### src/mem_defines.svh
`ifndef MEM_DEFINES_SVH
`define MEM_DEFINES_SVH

// ------------------------------
// data path widths
// ------------------------------

`define LEN_WORD 32          // data word.
`define LEN_MEM_ADDR 32      // byte address.

// ------------------------------
// data RAM geometry
// ------------------------------

// word index into the RAM, 1024 words.
`define LEN_MEMDATA_ADDR 10

`endif

### src/mem_pkg.sv
`include "mem_defines.svh"

package mem_pkg;

    // load/store operations, bit 3 marks a store.
    typedef enum logic [3:0] {
        op_lb  = 4'b0000,
        op_lh  = 4'b0001,
        op_lw  = 4'b0010,
        op_lbu = 4'b0100,
        op_lhu = 4'b0101,
        op_sb  = 4'b1000,
        op_sh  = 4'b1001,
        op_sw  = 4'b1010
    } mem_op_e;

    typedef enum logic [1:0] {
        sz_byte = 2'd0,
        sz_half = 2'd1,
        sz_word = 2'd2
    } mem_size_e;

    // one-hot sequencer states.
    typedef enum logic [3:0] {
        st_idle  = 4'b0001,
        st_issue = 4'b0010,
        st_wait  = 4'b0100,
        st_done  = 4'b1000
    } access_state_e;

    typedef struct packed {
        mem_op_e                 op;
        logic [`LEN_MEM_ADDR-1:0] addr;
        logic [`LEN_WORD-1:0]     wdata;   // store data in low bits.
    } mem_req_t;

    typedef struct packed {
        logic                         is_write;
        logic [3:0]                   be;
        logic [`LEN_MEMDATA_ADDR-1:0] word_addr;
        logic [`LEN_WORD-1:0]         wdata_lanes;
    } ram_cmd_t;

    function automatic logic op_is_store(mem_op_e op);
        return (op == op_sb) || (op == op_sh) || (op == op_sw);
    endfunction

    function automatic mem_size_e op_size(mem_op_e op);
        case (op)
            op_lb, op_lbu, op_sb: return sz_byte;
            op_lh, op_lhu, op_sh: return sz_half;
            default: return sz_word;
        endcase
    endfunction

endpackage

### src/lsu_align.sv
`timescale 1ns/10ps
`include "mem_defines.svh"

`default_nettype none

module lsu_align (
    input  wire logic                 clk,
    input  wire logic                 rstn,
    input  wire mem_pkg::mem_req_t    req,
    input  wire logic                 accepted,
    input  wire logic [`LEN_WORD-1:0] mem_rdata,
    output mem_pkg::ram_cmd_t         cmd,
    output logic [`LEN_WORD-1:0]      load_data
);
    import mem_pkg::*;

    mem_op_e     ld_op;     // operation of the access in flight.
    logic [1:0]  ld_lane;
    logic [7:0]  sel_byte;
    logic [15:0] sel_half;

    // ------------------------------
    // store side
    // ------------------------------

    always_comb begin
        cmd.is_write  = op_is_store(req.op);
        cmd.word_addr = req.addr[`LEN_MEMDATA_ADDR+1:2];
        case (op_size(req.op))
            sz_byte: begin
                cmd.be          = 4'b0001 << req.addr[1:0];
                cmd.wdata_lanes = {4{req.wdata[7:0]}};   // byte in every lane.
            end
            sz_half: begin
                // addr[0] ignored.
                cmd.be          = req.addr[1] ? 4'b1100 : 4'b0011;
                cmd.wdata_lanes = {2{req.wdata[15:0]}};
            end
            default: begin
                cmd.be          = 4'b1111;
                cmd.wdata_lanes = req.wdata;
            end
        endcase
    end

    // ------------------------------
    // load side
    // ------------------------------

    // req is still held while accepted is high.
    always_ff @(posedge clk) begin
        if (!rstn) begin
            ld_op   <= op_sw;          // reads back as zero until a load.
            ld_lane <= 2'b00;
        end else if (accepted) begin
            ld_op   <= req.op;
            ld_lane <= req.addr[1:0];
        end
    end

    assign sel_byte = mem_rdata[{ld_lane, 3'b000} +: 8];
    assign sel_half = ld_lane[1] ? mem_rdata[31:16] : mem_rdata[15:0];

    // ram output holds after the read, so this holds too.
    always_comb begin
        case (ld_op)
            op_lb: begin
                load_data = {{(`LEN_WORD-8){sel_byte[7]}}, sel_byte};
            end
            op_lbu: begin
                load_data = {{(`LEN_WORD-8){1'b0}}, sel_byte};
            end
            op_lh: begin
                load_data = {{(`LEN_WORD-16){sel_half[15]}}, sel_half};
            end
            op_lhu: begin
                load_data = {{(`LEN_WORD-16){1'b0}}, sel_half};
            end
            op_lw: begin
                load_data = mem_rdata;
            end
            default: begin
                load_data = '0;           // stores.
            end
        endcase
    end

endmodule

`default_nettype wire

### config.mk
export PLATFORM = sky130hd
export DESIGN_NAME = lsu_align
export DESIGN_NICKNAME = d
export VERILOG_FILES = /design/src/mem_pkg.sv /design/src/lsu_align.sv
export VERILOG_INCLUDE_DIRS = /design/src
export SDC_FILE = /design/constraint.sdc
export NUM_CORES = 1
export LEC_CHECK = 0
export ABC_AREA = 1
export ABC_CLOCK_PERIOD_IN_PS = 3400
export BUFFER_PORTS_ARGS = -buffer_cell sky130_fd_sc_hd__buf_4
export CORE_UTILIZATION = 30
export DETAILED_ROUTE_END_ITERATION = 8
export PLACE_DENSITY = 0.8
export SETUP_SLACK_MARGIN = 0.3
export SYNTH_ARGS = -nofsm -noshare
export SYNTH_HDL_FRONTEND = slang
export SYNTH_SLANG_ARGS = --single-unit
### constraint.sdc
create_clock -name clk -period 3.4 [get_ports clk]
set_clock_uncertainty 0.15 [all_clocks]
set_input_delay 0.51 -clock clk [delete_from_list [all_inputs] [get_ports clk]]
set_output_delay 0.51 -clock clk [all_outputs]
set_load 0.05 [all_outputs]
Word level (Yosys, flattened, before mapping)

Index checks and enable logic that the tools add are counted.
Widths: inputs -> output; s select.

Flip-flop bits (word level): 6
Word-level logic and storage cells: 28
Input port bits: 103
Output and inout port bits: 79

Equality and inequality tests: 11
Shifts and indexed selects: 2
Reduce and logical (&&, ||, !) cells: 7
Muxes and demuxes: 6

Operators with widths:

| kind                | number |
|---|---|
| $pmux 32 s5         | 1 |
| $pmux 32 s2         | 1 |
| $shiftx 32x6->8     | 1 |
| $eq 4x3->1 const B  | 4 |
| $mux 16             | 1 |
| $eq 4x4->1 const B  | 3 |
| $eq 4x1->1 const B  | 2 |
| $logic_not 4->1     | 2 |
| $pmux 4 s2          | 1 |
| $reduce_or 3->1     | 2 |
| $eq 4x2->1 const B  | 1 |
| $mux 4              | 1 |
| $pmux 2 s2          | 1 |
| $shl 1x2->4 const A | 1 |
| $eq 2x1->1 const B  | 1 |
| $logic_not 2->1     | 1 |
| $logic_or 1x1->1    | 2 |

Depth between registers and ports, before layout

Word-level depth: 5
Mapped depth: 7
Mapped depth without buffers: 7

Worst setup path after synthesis

No wires, ideal clock.

Path kind: input to output
From: in req[65] in the netlist's numbering
To: out cmd[24] in the netlist's numbering
Slack: 1.256 ns
Path buffers: 0
Data required time: 2.740 ns
Cell stages on the path: 5
Data arrival time: 1.484 ns
Path through: inv_1 > nand2_1 > nor2_1 > nand2_1 > nand3_1

RTL lines:

| what        | RTL line        | text |
|---|---|---|
| from (decl) | lsu_align.sv:9  | `input wire mem_pkg::mem_req_t req,` |
| to (decl)   | lsu_align.sv:12 | `output mem_pkg::ram_cmd_t cmd,` |

Worst setup path after layout

From: reg ld_lane[1]
To: out load_data[12]

Cells in the longest elaborated chain, start to end: 2
Elaborated cells between the ends (all ways): 3
Classes of those cells: shift: 1; mux: 2

RTL lines:

| what                                       | RTL line                         | text |
|---|---|---|
| from (decl)                                | lsu_align.sv:18                  | `logic [1:0] ld_lane;` |
| from (signal assigned)                     | lsu_align.sv:57                  | `ld_lane <= req.addr[1:0];` |
| $shiftx 32x6->8 or $mux 16 (tied branches) | lsu_align.sv:61, lsu_align.sv:62 |  |
| $pmux 32 s5 *                              | lsu_align.sv:66                  | `case (ld_op)` |
| to (decl)                                  | lsu_align.sv:13                  | `` output logic [`LEN_WORD-1:0] load_data `` |

Every way passes the cells marked *; elsewhere a longest branch is shown, timed or not.

==> metrics.csv <==
metric,value,unit
cts.repair.resized,0,
critPathRequiredTime,2.74,ns
r2r-start,ld_lane[1],
diodes,0,
gp_congestion,0.822,
slew_headroom,58.8,%
p_leak,1.72,nW
ys_ff_latch,6,
maxCapViolations,0,
p_per_area,263,nW/µm²
fp.dieH,75.8,µm
syn_nets,457,
yosysUniqueCellTypes,15,
grt_pass1_vias,2048,
clockRootBuffer,clkbuf_8,
clockBufferDepth,2,
syn_inst,354,
drt_iter0_drc,95,
dp_hpwl,4.91,mm
cts.reportedPaths.clkPinSlew,0.03,ns
finalHoldViolCount,0,
min_period,2.64,ns
coreArea,5170,µm²
slew_viol_final,0,
syn_avg_cell_area,4.62,µm²
io_pins,182,
postCtsSetupBuffers,0,
crit_path_end_kind,primary output,
hold_end,ld_op[1],
synth-seq-area-share,7.35,%
h-tree-depth,1,
final-setup-viol-count,0,
clock_latency,0.22,ns
yosys.area.top_type_share,33.3,%
final_cell_mix,"nand2_1, buf_4, nor2_1",
cp.arrival,1.98,ns
cts_tree,done,
fp.dieW,75.8,µm
via_per_inst,4.57,
timing.hold.ws,0.367,ns
path_max_fanout,24,
regArea,120,µm²
synth_area_leader_cell,nand2_1,
cp-start-kind,flop,
drive_gt1_share,32.8,%
critical_path_class,reg2out,
grt_overflow,0,
worstReg2RegEnd,ld_lane[1],
postRouteWirelength,6.04,mm
tightest_slew,0.618,ns
area_growth,60.0,%
r2r_cells,3,
yosys_warnings,0,
r2r_slack,2.47,ns
status,finished clean,
final_common_cell,nand2_1,
dr.pass1.iters,4,
hp-class,in2reg,
fin_util,50.6,%
dp_cells,536,
vias,2463,
nets,574,
rsz0062_at_grt,false,
synthesis.area,1640,µm²
antenna_found_initial,0,
ctsHoldBuffers,0,
hp-start,req[65],
track_usage,19.9,%
grt_max_degree,26,
hold_path_depth,3,
drc,0,
fillers,531,
min_period_over_period,77.5,%
ant_nets,0,
multi_input_area,1120,µm²
post_drt_wl_per_cell,11.2,µm
initial_core_util,31.6,%
irDropWorstVdd,0.143,mV
yosys-top-cells-area,"nand2_1, nor2_1, inv_1",
cts_made_buffers,3,
final_cells,539,
fmax,379,MHz
die_area,5750,µm²
io_buffer_count,141,
grt_pass1_wl,8.74,mm
rows,26,
clock_sinks,6,
fin_setup_tns,0,ns
[layout make-up]
cell class / count / area share (%)
Multi-Input combinational cell: 271 / 42.9
Inverter: 46 / 6.60
Timing Repair Buffer: 143 / 41.0
Tap cell: 70 / 3.35
Clock buffer: 3 / 1.58
Sequential cell: 6 / 4.59
[flip-flops by register name (all words and copies together), names as in the netlist]
register  flops
ld_op         4
ld_lane       2
[where the power goes]
part,internal (W),switching [W]
Clock,0.0000759,0.0000288
Combinational,0.000165,0.000336
Sequential,0.0000758,0.00000532
Total,0.000317,0.000370
[synth_stat cells]
cell type,instances
nor2_1,66
nand3_2,1
inv_1,46
o21ai_0,22
nand2_1,145
clkbuf_1,4
nor2_4,3
a21oi_1,6
dfxtp_1,6
nor2_2,1
nand3_1,24
buf_2,3
buf_6,3
nand2_2,3
buf_4,21
[logic make-up (layout without fill, tap and decap cells)]
group	after synthesis	after routing	share of synthesized area, %
AO/OA/AOI/OAI	28	28	8.57
flip-flops	6	6	7.35
AND/OR/NAND/NOR	243	243	60.0
buffers and inverters	77	192	24.1
[layer usage]
| layer | GRT usage, % | share of wire [%] |
|---|---|---|
| met1 | 20.3 | 38 |
| met2 | 38.2 | 49 |
| met3 | 4.89 | 10 |
| met4 | 8.23 | 1.8 |
| met5 | 0 | 0 |
[worst max-delay path by stage]
stage	start	endpoint	cells past startpoint
after floorplan	req[65]	cmd[24]	5
after global placement	ld_lane[1]	load_data[14]	7
after detailed placement	ld_lane[1]	load_data[23]	7
after CTS	ld_lane[1]	load_data[23]	7
after global routing	ld_lane[1]	load_data[12]	7
final	ld_lane[1]	load_data[12]	7
[worst max-delay path: stages (launching register included)]
cell     delay, ns
dfxtp_1       0.30
inv_1         0.45
nand2_1       0.14
nand3_1       0.11
nand2_1       0.08
nand2_2       0.34
nand2_1       0.11
buf_4         0.22
[metrics by stage]
stage	setup slack, ns	total power, W	area [µm²]
3_5_place_dp	1.00	0.000583	2570
2_1_floorplan	1.26	0.000442	1640
4_1_cts	0.761	0.000691	2620
6_report	0.763	0.000687	2620
3_3_place_gp	1.01	0.000580	2570
5_1_grt	0.564	0.000732	2620
No activity file was read; power rests on OpenSTA's default activity.
