$ cat config.mk
export PLATFORM = sky130hd
export DESIGN_NAME = mem_access
export DESIGN_NICKNAME = d
export VERILOG_FILES = /design/src/mem_pkg.sv /design/src/mem_access.sv
export VERILOG_INCLUDE_DIRS = /design/src
export SDC_FILE = /design/constraint.sdc
export NUM_CORES = 1
export LEC_CHECK = 0
export ABC_CLOCK_PERIOD_IN_PS = 5400
export BUFFER_PORTS_ARGS = -buffer_cell sky130_fd_sc_hd__buf_2
export CAP_MARGIN = 20
export CORE_AREA = 2 2 63 110
export CTS_CLUSTER_DIAMETER = 150
export CTS_CLUSTER_SIZE = 24
export DETAILED_ROUTE_END_ITERATION = 16
export DIE_AREA = 0 0 65 112
export GPL_TIMING_DRIVEN = 1
export RECOVER_POWER = 50
export SLEW_MARGIN = 20
export SYNTH_ARGS = -nofsm -noshare
export SYNTH_HDL_FRONTEND = slang
export SYNTH_SLANG_ARGS = --single-unit
$ cat constraint.sdc
create_clock -name clk -period 5.4 [get_ports clk]
set_input_delay 0.27 -clock clk [delete_from_list [all_inputs] [get_ports clk]]
set_output_delay 0.27 -clock clk [all_outputs]
set_load 0.1 [all_outputs]
$ cat src/mem_defines.svh
`ifndef MEM_DEFINES_SVH
`define MEM_DEFINES_SVH

// ------------------------------
// data path widths
// ------------------------------

`define LEN_WORD 32          // data word.
`define LEN_MEM_ADDR 32      // byte address.

// ------------------------------
// data RAM geometry
// ------------------------------

// word index into the RAM, 1024 words.
`define LEN_MEMDATA_ADDR 10

`endif

$ cat src/mem_pkg.sv
`include "mem_defines.svh"

package mem_pkg;

    // load/store operations, bit 3 marks a store.
    typedef enum logic [3:0] {
        op_lb  = 4'b0000,
        op_lh  = 4'b0001,
        op_lw  = 4'b0010,
        op_lbu = 4'b0100,
        op_lhu = 4'b0101,
        op_sb  = 4'b1000,
        op_sh  = 4'b1001,
        op_sw  = 4'b1010
    } mem_op_e;

    typedef enum logic [1:0] {
        sz_byte = 2'd0,
        sz_half = 2'd1,
        sz_word = 2'd2
    } mem_size_e;

    // one-hot sequencer states.
    typedef enum logic [3:0] {
        st_idle  = 4'b0001,
        st_issue = 4'b0010,
        st_wait  = 4'b0100,
        st_done  = 4'b1000
    } access_state_e;

    typedef struct packed {
        mem_op_e                 op;
        logic [`LEN_MEM_ADDR-1:0] addr;
        logic [`LEN_WORD-1:0]     wdata;   // store data in low bits.
    } mem_req_t;

    typedef struct packed {
        logic                         is_write;
        logic [3:0]                   be;
        logic [`LEN_MEMDATA_ADDR-1:0] word_addr;
        logic [`LEN_WORD-1:0]         wdata_lanes;
    } ram_cmd_t;

    function automatic logic op_is_store(mem_op_e op);
        return (op == op_sb) || (op == op_sh) || (op == op_sw);
    endfunction

    function automatic mem_size_e op_size(mem_op_e op);
        case (op)
            op_lb, op_lbu, op_sb: return sz_byte;
            op_lh, op_lhu, op_sh: return sz_half;
            default: return sz_word;
        endcase
    endfunction

endpackage

$ cat src/mem_access.sv
`timescale 1ns/10ps
`include "mem_defines.svh"

`default_nettype none

module mem_access (
    input  wire logic                         clk,
    input  wire logic                         rstn,
    input  wire logic                         order,
    input  wire mem_pkg::ram_cmd_t            cmd,
    output logic                              accepted,
    output logic                              accessed,
    output logic [`LEN_MEMDATA_ADDR-1:0]      mem_addr,
    output logic [`LEN_WORD-1:0]              mem_wdata,
    output logic [3:0]                        mem_we,
    output logic                              mem_re
);
    import mem_pkg::*;

    access_state_e state;
    ram_cmd_t      cmd_q;

    // ------------------------------
    // command latch
    // ------------------------------

    always_ff @(posedge clk) begin
        if (state == st_idle && order) begin
            cmd_q <= cmd;
        end
    end

    assign mem_addr  = cmd_q.word_addr;
    assign mem_wdata = cmd_q.wdata_lanes;

    // ------------------------------
    // sequencer
    // ------------------------------

    always_ff @(posedge clk) begin
        if (!rstn) begin
            accepted <= 1'b0;
            accessed <= 1'b0;
            mem_we   <= 4'b0000;
            mem_re   <= 1'b0;
            state    <= st_idle;
        end else begin
            case (state)
                st_idle: begin
                    accessed <= 1'b0;
                    mem_we   <= 4'b0000;
                    if (order) begin
                        accepted <= 1'b1;
                        mem_re   <= 1'b1;      // read starts with the accept.
                        state    <= st_issue;
                    end else begin
                        accepted <= 1'b0;
                        mem_re   <= 1'b0;
                        state    <= st_idle;
                    end
                end
                st_issue: begin
                    accepted <= 1'b0;
                    accessed <= 1'b0;
                    // lanes only on a store.
                    mem_we   <= cmd_q.be & {4{cmd_q.is_write}};
                    mem_re   <= 1'b1;
                    state    <= st_wait;
                end
                st_wait: begin
                    accepted <= 1'b0;
                    accessed <= 1'b0;
                    mem_we   <= 4'b0000;
                    mem_re   <= 1'b0;
                    state    <= st_done;
                end
                st_done: begin
                    accepted <= 1'b0;
                    accessed <= 1'b1;          // ram data settled by now.
                    mem_we   <= 4'b0000;
                    mem_re   <= 1'b0;
                    state    <= st_idle;
                end
                default: begin
                    // lost one-hot, back to idle.
                    accepted <= 1'b0;
                    accessed <= 1'b0;
                    mem_we   <= 4'b0000;
                    mem_re   <= 1'b0;
                    state    <= st_idle;
                end
            endcase
        end
    end

endmodule

`default_nettype wire

== Word-level counts from Yosys, hierarchy flattened ==
Index checks and enable logic that the tools add are counted.

* Bits in registers: 58
* Bits in latches: 0
* RAM bits: 0
* Memory bits (read-only): 0
* Bits of input ports: 50
* Output and inout port bits: 49
* Word-level logic and storage cells: 22
* Memories kept: 0

* $add $sub $neg: 0
* Multiply operators: 0
* Div/mod/pow operators: 0
* Magnitude comparators: 0
* Equality and inequality tests: 4
* Shift operators: 0
* Mux-type cells: 5
* Bitwise operators: 1
* Reductions and logical operators: 3

{| class="wikitable"
|+ Operator list
! cell !! number
|-
| $pmux W4 S3 || 1
|-
| $and A4 B4 Y4 || 1
|-
| $eq A4 B1 Y1 const B || 1
|-
| $eq A4 B2 Y1 const B || 1
|-
| $eq A4 B3 Y1 const B || 1
|-
| $eq A4 B4 Y1 const B || 1
|-
| $reduce_and A2 Y1 || 2
|-
| $mux W1 || 2
|-
| $mux W2 || 1
|-
| $pmux W1 S2 || 1
|-
| $logic_and A1 B1 Y1 || 1
|}

== Longest topological paths before layout ==
* Word-level depth: 2
* Depth in mapped cells: 3

== Worst setup path before layout ==
No wires, ideal clock.

* Path type: register to register
* Start: register state[2]
* End: register cmd_q[42] (netlist bit), enable pin
* Setup time: 0.452 ns
* Data arrival time: 2.661 ns
* Path slack: 2.287 ns
* Cell stages (with the launch flop): 4
* Path buffers: 1
* Cells stage by stage: dfxtp_1 buf_6 nand4bb_4 nor2_1

* Longest elaborated chain between the ends: 2

{| class="wikitable"
|+ RTL lines
! element !! RTL line !! source
|-
| start: declaration || mem_access.sv:20 || <nowiki>access_state_e state;</nowiki>
|-
| start signal: assignment || mem_access.sv:46 || <nowiki>state <= st_idle;</nowiki>
|-
| start signal: assignment || mem_access.sv:55 || <nowiki>state <= st_issue;</nowiki>
|-
| start signal: assignment || mem_access.sv:59 || <nowiki>state <= st_idle;</nowiki>
|-
| $eq A4 B1 Y1 || mem_access.sv:28 || <nowiki>if (state == st_idle && order) begin</nowiki>
|-
| $logic_and A1 B1 Y1 || mem_access.sv:28 ||
|-
| end signal: assignment || mem_access.sv:29 || <nowiki>cmd_q <= cmd;</nowiki>
|-
| end: declaration || mem_access.sv:21 || <nowiki>ram_cmd_t cmd_q;</nowiki>
|}

Every way passes these cells.
A chain may end at the register's enable or synchronous reset.

== Final worst setup path ==
* Start: register state[2]
* End: register cmd_q, in the netlist mem_wdata[23], enable pin

Same word-level chain as after synthesis.

==> impl_results.rst <==
.. list-table::
   :header-rows: 1

   * - Metric
     - Value
   * - Total Wirelength
     - 3758 µm
   * - #FFs+latches synth
     - 58
   * - Standard cell with the maximum stage delay on the critical path
     - sky130_fd_sc_hd__buf_4
   * - Fraction of the mapped netlist area in compound gates
     - 1.261%
   * - Antenna diode instance count
     - 0
   * - Area growth, synth to finish
     - 22.99%
   * - Layout Nets
     - 241
   * - Antenna-violating nets left
     - 0
   * - Final routed DRC violation total
     - 0
   * - Worst Path Max Fanout
     - 47
   * - Result of the run
     - finished clean
   * - Busiest metal layer after global routing
     - met2
   * - I/O pin total
     - 99
   * - Setup clock skew after layout
     - 0.006678 ns
   * - Final-layout setup total negative slack
     - 0 ns
   * - Synthesized net count
     - 175
   * - Starting Density
     - 34.14%
   * - Global-route track usage on met3
     - 5.758%
   * - Clock root buffer
     - sky130_fd_sc_hd__clkbuf_16
   * - Crit path max-delay family
     - simple AND/OR/NAND/NOR gates
   * - Simple-gate area share of the yosys netlist
     - 8.085%
   * - First-pass GRT wire length
     - 5526 µm
   * - Final-report max-slew violation count
     - 0
   * - Total instance count after detailed placement
     - 262
   * - Routed wire per std cell
     - 13.52 µm
   * - Antenna violations before repair
     - 0
   * - Count of max-cap constraint violations
     - 0
   * - Crit path buffers/inverters
     - 1
   * - Element type at the critical path start
     - register
   * - Core area
     - 0.006392 mm²
   * - Critical Path, Cell by Cell
     - nand4bb_1 > nor2_4 > buf_4
   * - Vias per cell
     - 4.112
   * - Fraction of layout cells with a size suffix above 1
     - 50.51%
   * - Number of unique standard cell types used by synthesis
     - 17
   * - Proportion of synthesized chip area in sequential cells
     - 74.77%
   * - Data required time of the critical path
     - 5.35 ns
   * - Adder and majority gate portion of the synthesized area
     - 0%
   * - Clock slew at the register clock pins of the worst setup and hold paths
     - 0.05 ns
   * - TritonCTS buffer count
     - 9
   * - Type of the most critical hold path
     - in -> reg
   * - GRT Util Overall
     - 11.13%
   * - Global Route met2 Usage
     - 19.93%
   * - Die area
     - 0.007280 mm²
   * - HPWL Detailed
     - 2779 µm
   * - Dominant combinational cell family by area after synthesis
     - buffers and inverters
   * - Number of endpoints failing setup at the final stage
     - 0
   * - CTS tree
     - yes
   * - Highest ir drop seen on vdd
     - 0.0002710 V
   * - Post-synthesis area per instance
     - 17.46 µm²
   * - Xor/xnor cell area share of the yosys netlist
     - 0.4014%
   * - Worst slew margin
     - 20.54%
   * - Areal power density over the cells
     - 494.3 mW/mm²
   * - GR Util met1
     - 8.322%
   * - Hold Violations, Final
     - 0
   * - Final worst path period need
     - 1.811 ns
   * - Count of routing violations after the opening detailed-route iteration
     - 27
   * - Arr. time, crit path
     - 1.77 ns
   * - Share of the clock period used by the worst path
     - 33.54%
   * - Largest stage delay, worst path
     - 0.48 ns
   * - Die Span X
     - 65 µm
   * - TritonCTS sink count
     - 58
   * - Clock Latency Late Sink
     - 0.32 ns
   * - Total global routing overflow
     - 0
   * - DR pass1 iterations
     - 4
   * - Routed via count
     - 1,143
   * - Worst Setup End Kind
     - register
   * - Slew at the pin closest to its max-slew limit
     - 1.197 ns
   * - Finished Layout Cells
     - 278
   * - Buffer levels on the longest clock path
     - 2
   * - Area of the mapped netlist
     - 0.002182 mm²
   * - Achievable Freq
     - 552.2 MHz
   * - Start-to-end type of the worst setup path
     - reg -> reg
   * - Synthesis warning total
     - 0
   * - FP Rows
     - 39
   * - Pin count of the biggest net entering global routing
     - 48
   * - GP Congestion
     - 0.7172
   * - Mux contribution to synthesized area
     - 0%
   * - Post-CTS sizing
     - 0
   * - Leakage Power
     - 1.079 nW
   * - Unrepaired setup endpoints after global routing
     - no
   * - Port-buffer cells
     - 98
   * - Number of hold buffers added after CTS
     - 0
   * - Htree depth
     - 3
   * - Total power consumption of the routed design
     - 0.001327 W
   * - Synthesized netlist cell count
     - 125
   * - Post-CTS setup buffer count
     - 0
   * - Overall die height
     - 112 µm
   * - Number of filler instances in the final layout
     - 619
   * - Final-layout worst hold slack
     - 0.1198 ns
   * - Number of global-route vias before repair
     - 1,201
worst reg2reg max path, cell delays in order (launching register included):
cell and delay, ns:
sky130_fd_sc_hd__dfxtp_1 0.40, sky130_fd_sc_hd__nand4bb_1 0.38, sky130_fd_sc_hd__nor2_4 0.14, sky130_fd_sc_hd__buf_4 0.48
where the power goes:
| group | internal, W | switching [W] |
|---|---|---|
| clock | 0.000397 | 0.000179 |
| combinational | 0.0000291 | 0.000194 |
| sequential | 0.000519 | 0.00000822 |
state kept, by name, summed over array words and instances, names as in the netlist:
| signal | count |
|---|---|
| mem_wdata | 32 |
| mem_addr | 10 |
| cmd_q | 5 |
| mem_we | 4 |
| state | 4 |
| accepted | 1 |
| accessed | 1 |
| mem_re | 1 |
kinds of logic after synthesis:
| family | count (synthesis) |
|---|---|
| flops | 58 |
| xor+xnor | 1 |
| compound gates | 2 |
| simple gates | 20 |
| buf+inv | 44 |
synthesized netlist by cell type, drive strengths merged:
master   count  area share, %
edfxtp      47             65
dfxtp       11             10
nor3         1           0.23
nor4b        1           0.69
nor4         5            2.6
nor2         3           0.52
a211oi       1           0.57
nand2b       2            1.3
nand2        5           0.86
buf         44             15
nand4bb      1            1.3
xor2         1           0.40
nand3b       1           0.34
a2bb2oi      1           0.69
nor3b        1           0.34
routing by layer:
metal,routed length [µm],vias to the layer above
li1,-,539
met1,1095,540
met2,2225,51
met3,290,13
met4,146,0
met5,0,-
final cells by class:
type	instances	area [µm²]	area share, %
sequential	58	1632	60.79
clock buffer	9	225.2	8.392
multi-input combinational	23	166.4	6.200
tap	82	102.6	3.823
clock inverter	7	83.83	3.124
timing repair buffer	99	474.2	17.67
layout by cell type (no fill, tap or decap), types with 3 or more instances in the layout:
master / synthesis / routed
sky130_fd_sc_hd__clkbuf_1: 0 / 19
sky130_fd_sc_hd__nand2_1: 5 / 5
sky130_fd_sc_hd__clkbuf_16: 0 / 9
sky130_fd_sc_hd__buf_2: 0 / 79
sky130_fd_sc_hd__nor4_1: 1 / 3
sky130_fd_sc_hd__dfxtp_1: 11 / 11
sky130_fd_sc_hd__clkinv_2: 0 / 4
sky130_fd_sc_hd__edfxtp_1: 47 / 47
per-stage QoR:
stage	util, %	cell area, µm²	setup WS, ns
floorplan	-	2182	2.287
global placement	38.36	2452	3.696
detailed placement	38.36	2452	3.654
CTS	43.20	2761	3.647
global route	41.98	2684	3.441
finish	41.98	2684	3.589
path summary, 6_finish.rpt:
path	from	end	slack, ns	cells past startpoint
max	state[2]	mem_wdata[23]	3.59	3
min	cmd[29]	mem_wdata[29]	0.12	1
max reg2reg	state[2]	mem_wdata[23]	3.59	3
min reg2reg	cmd_q[45]	mem_we[3]	0.52	2
Power figures use the tool's default switching activity.
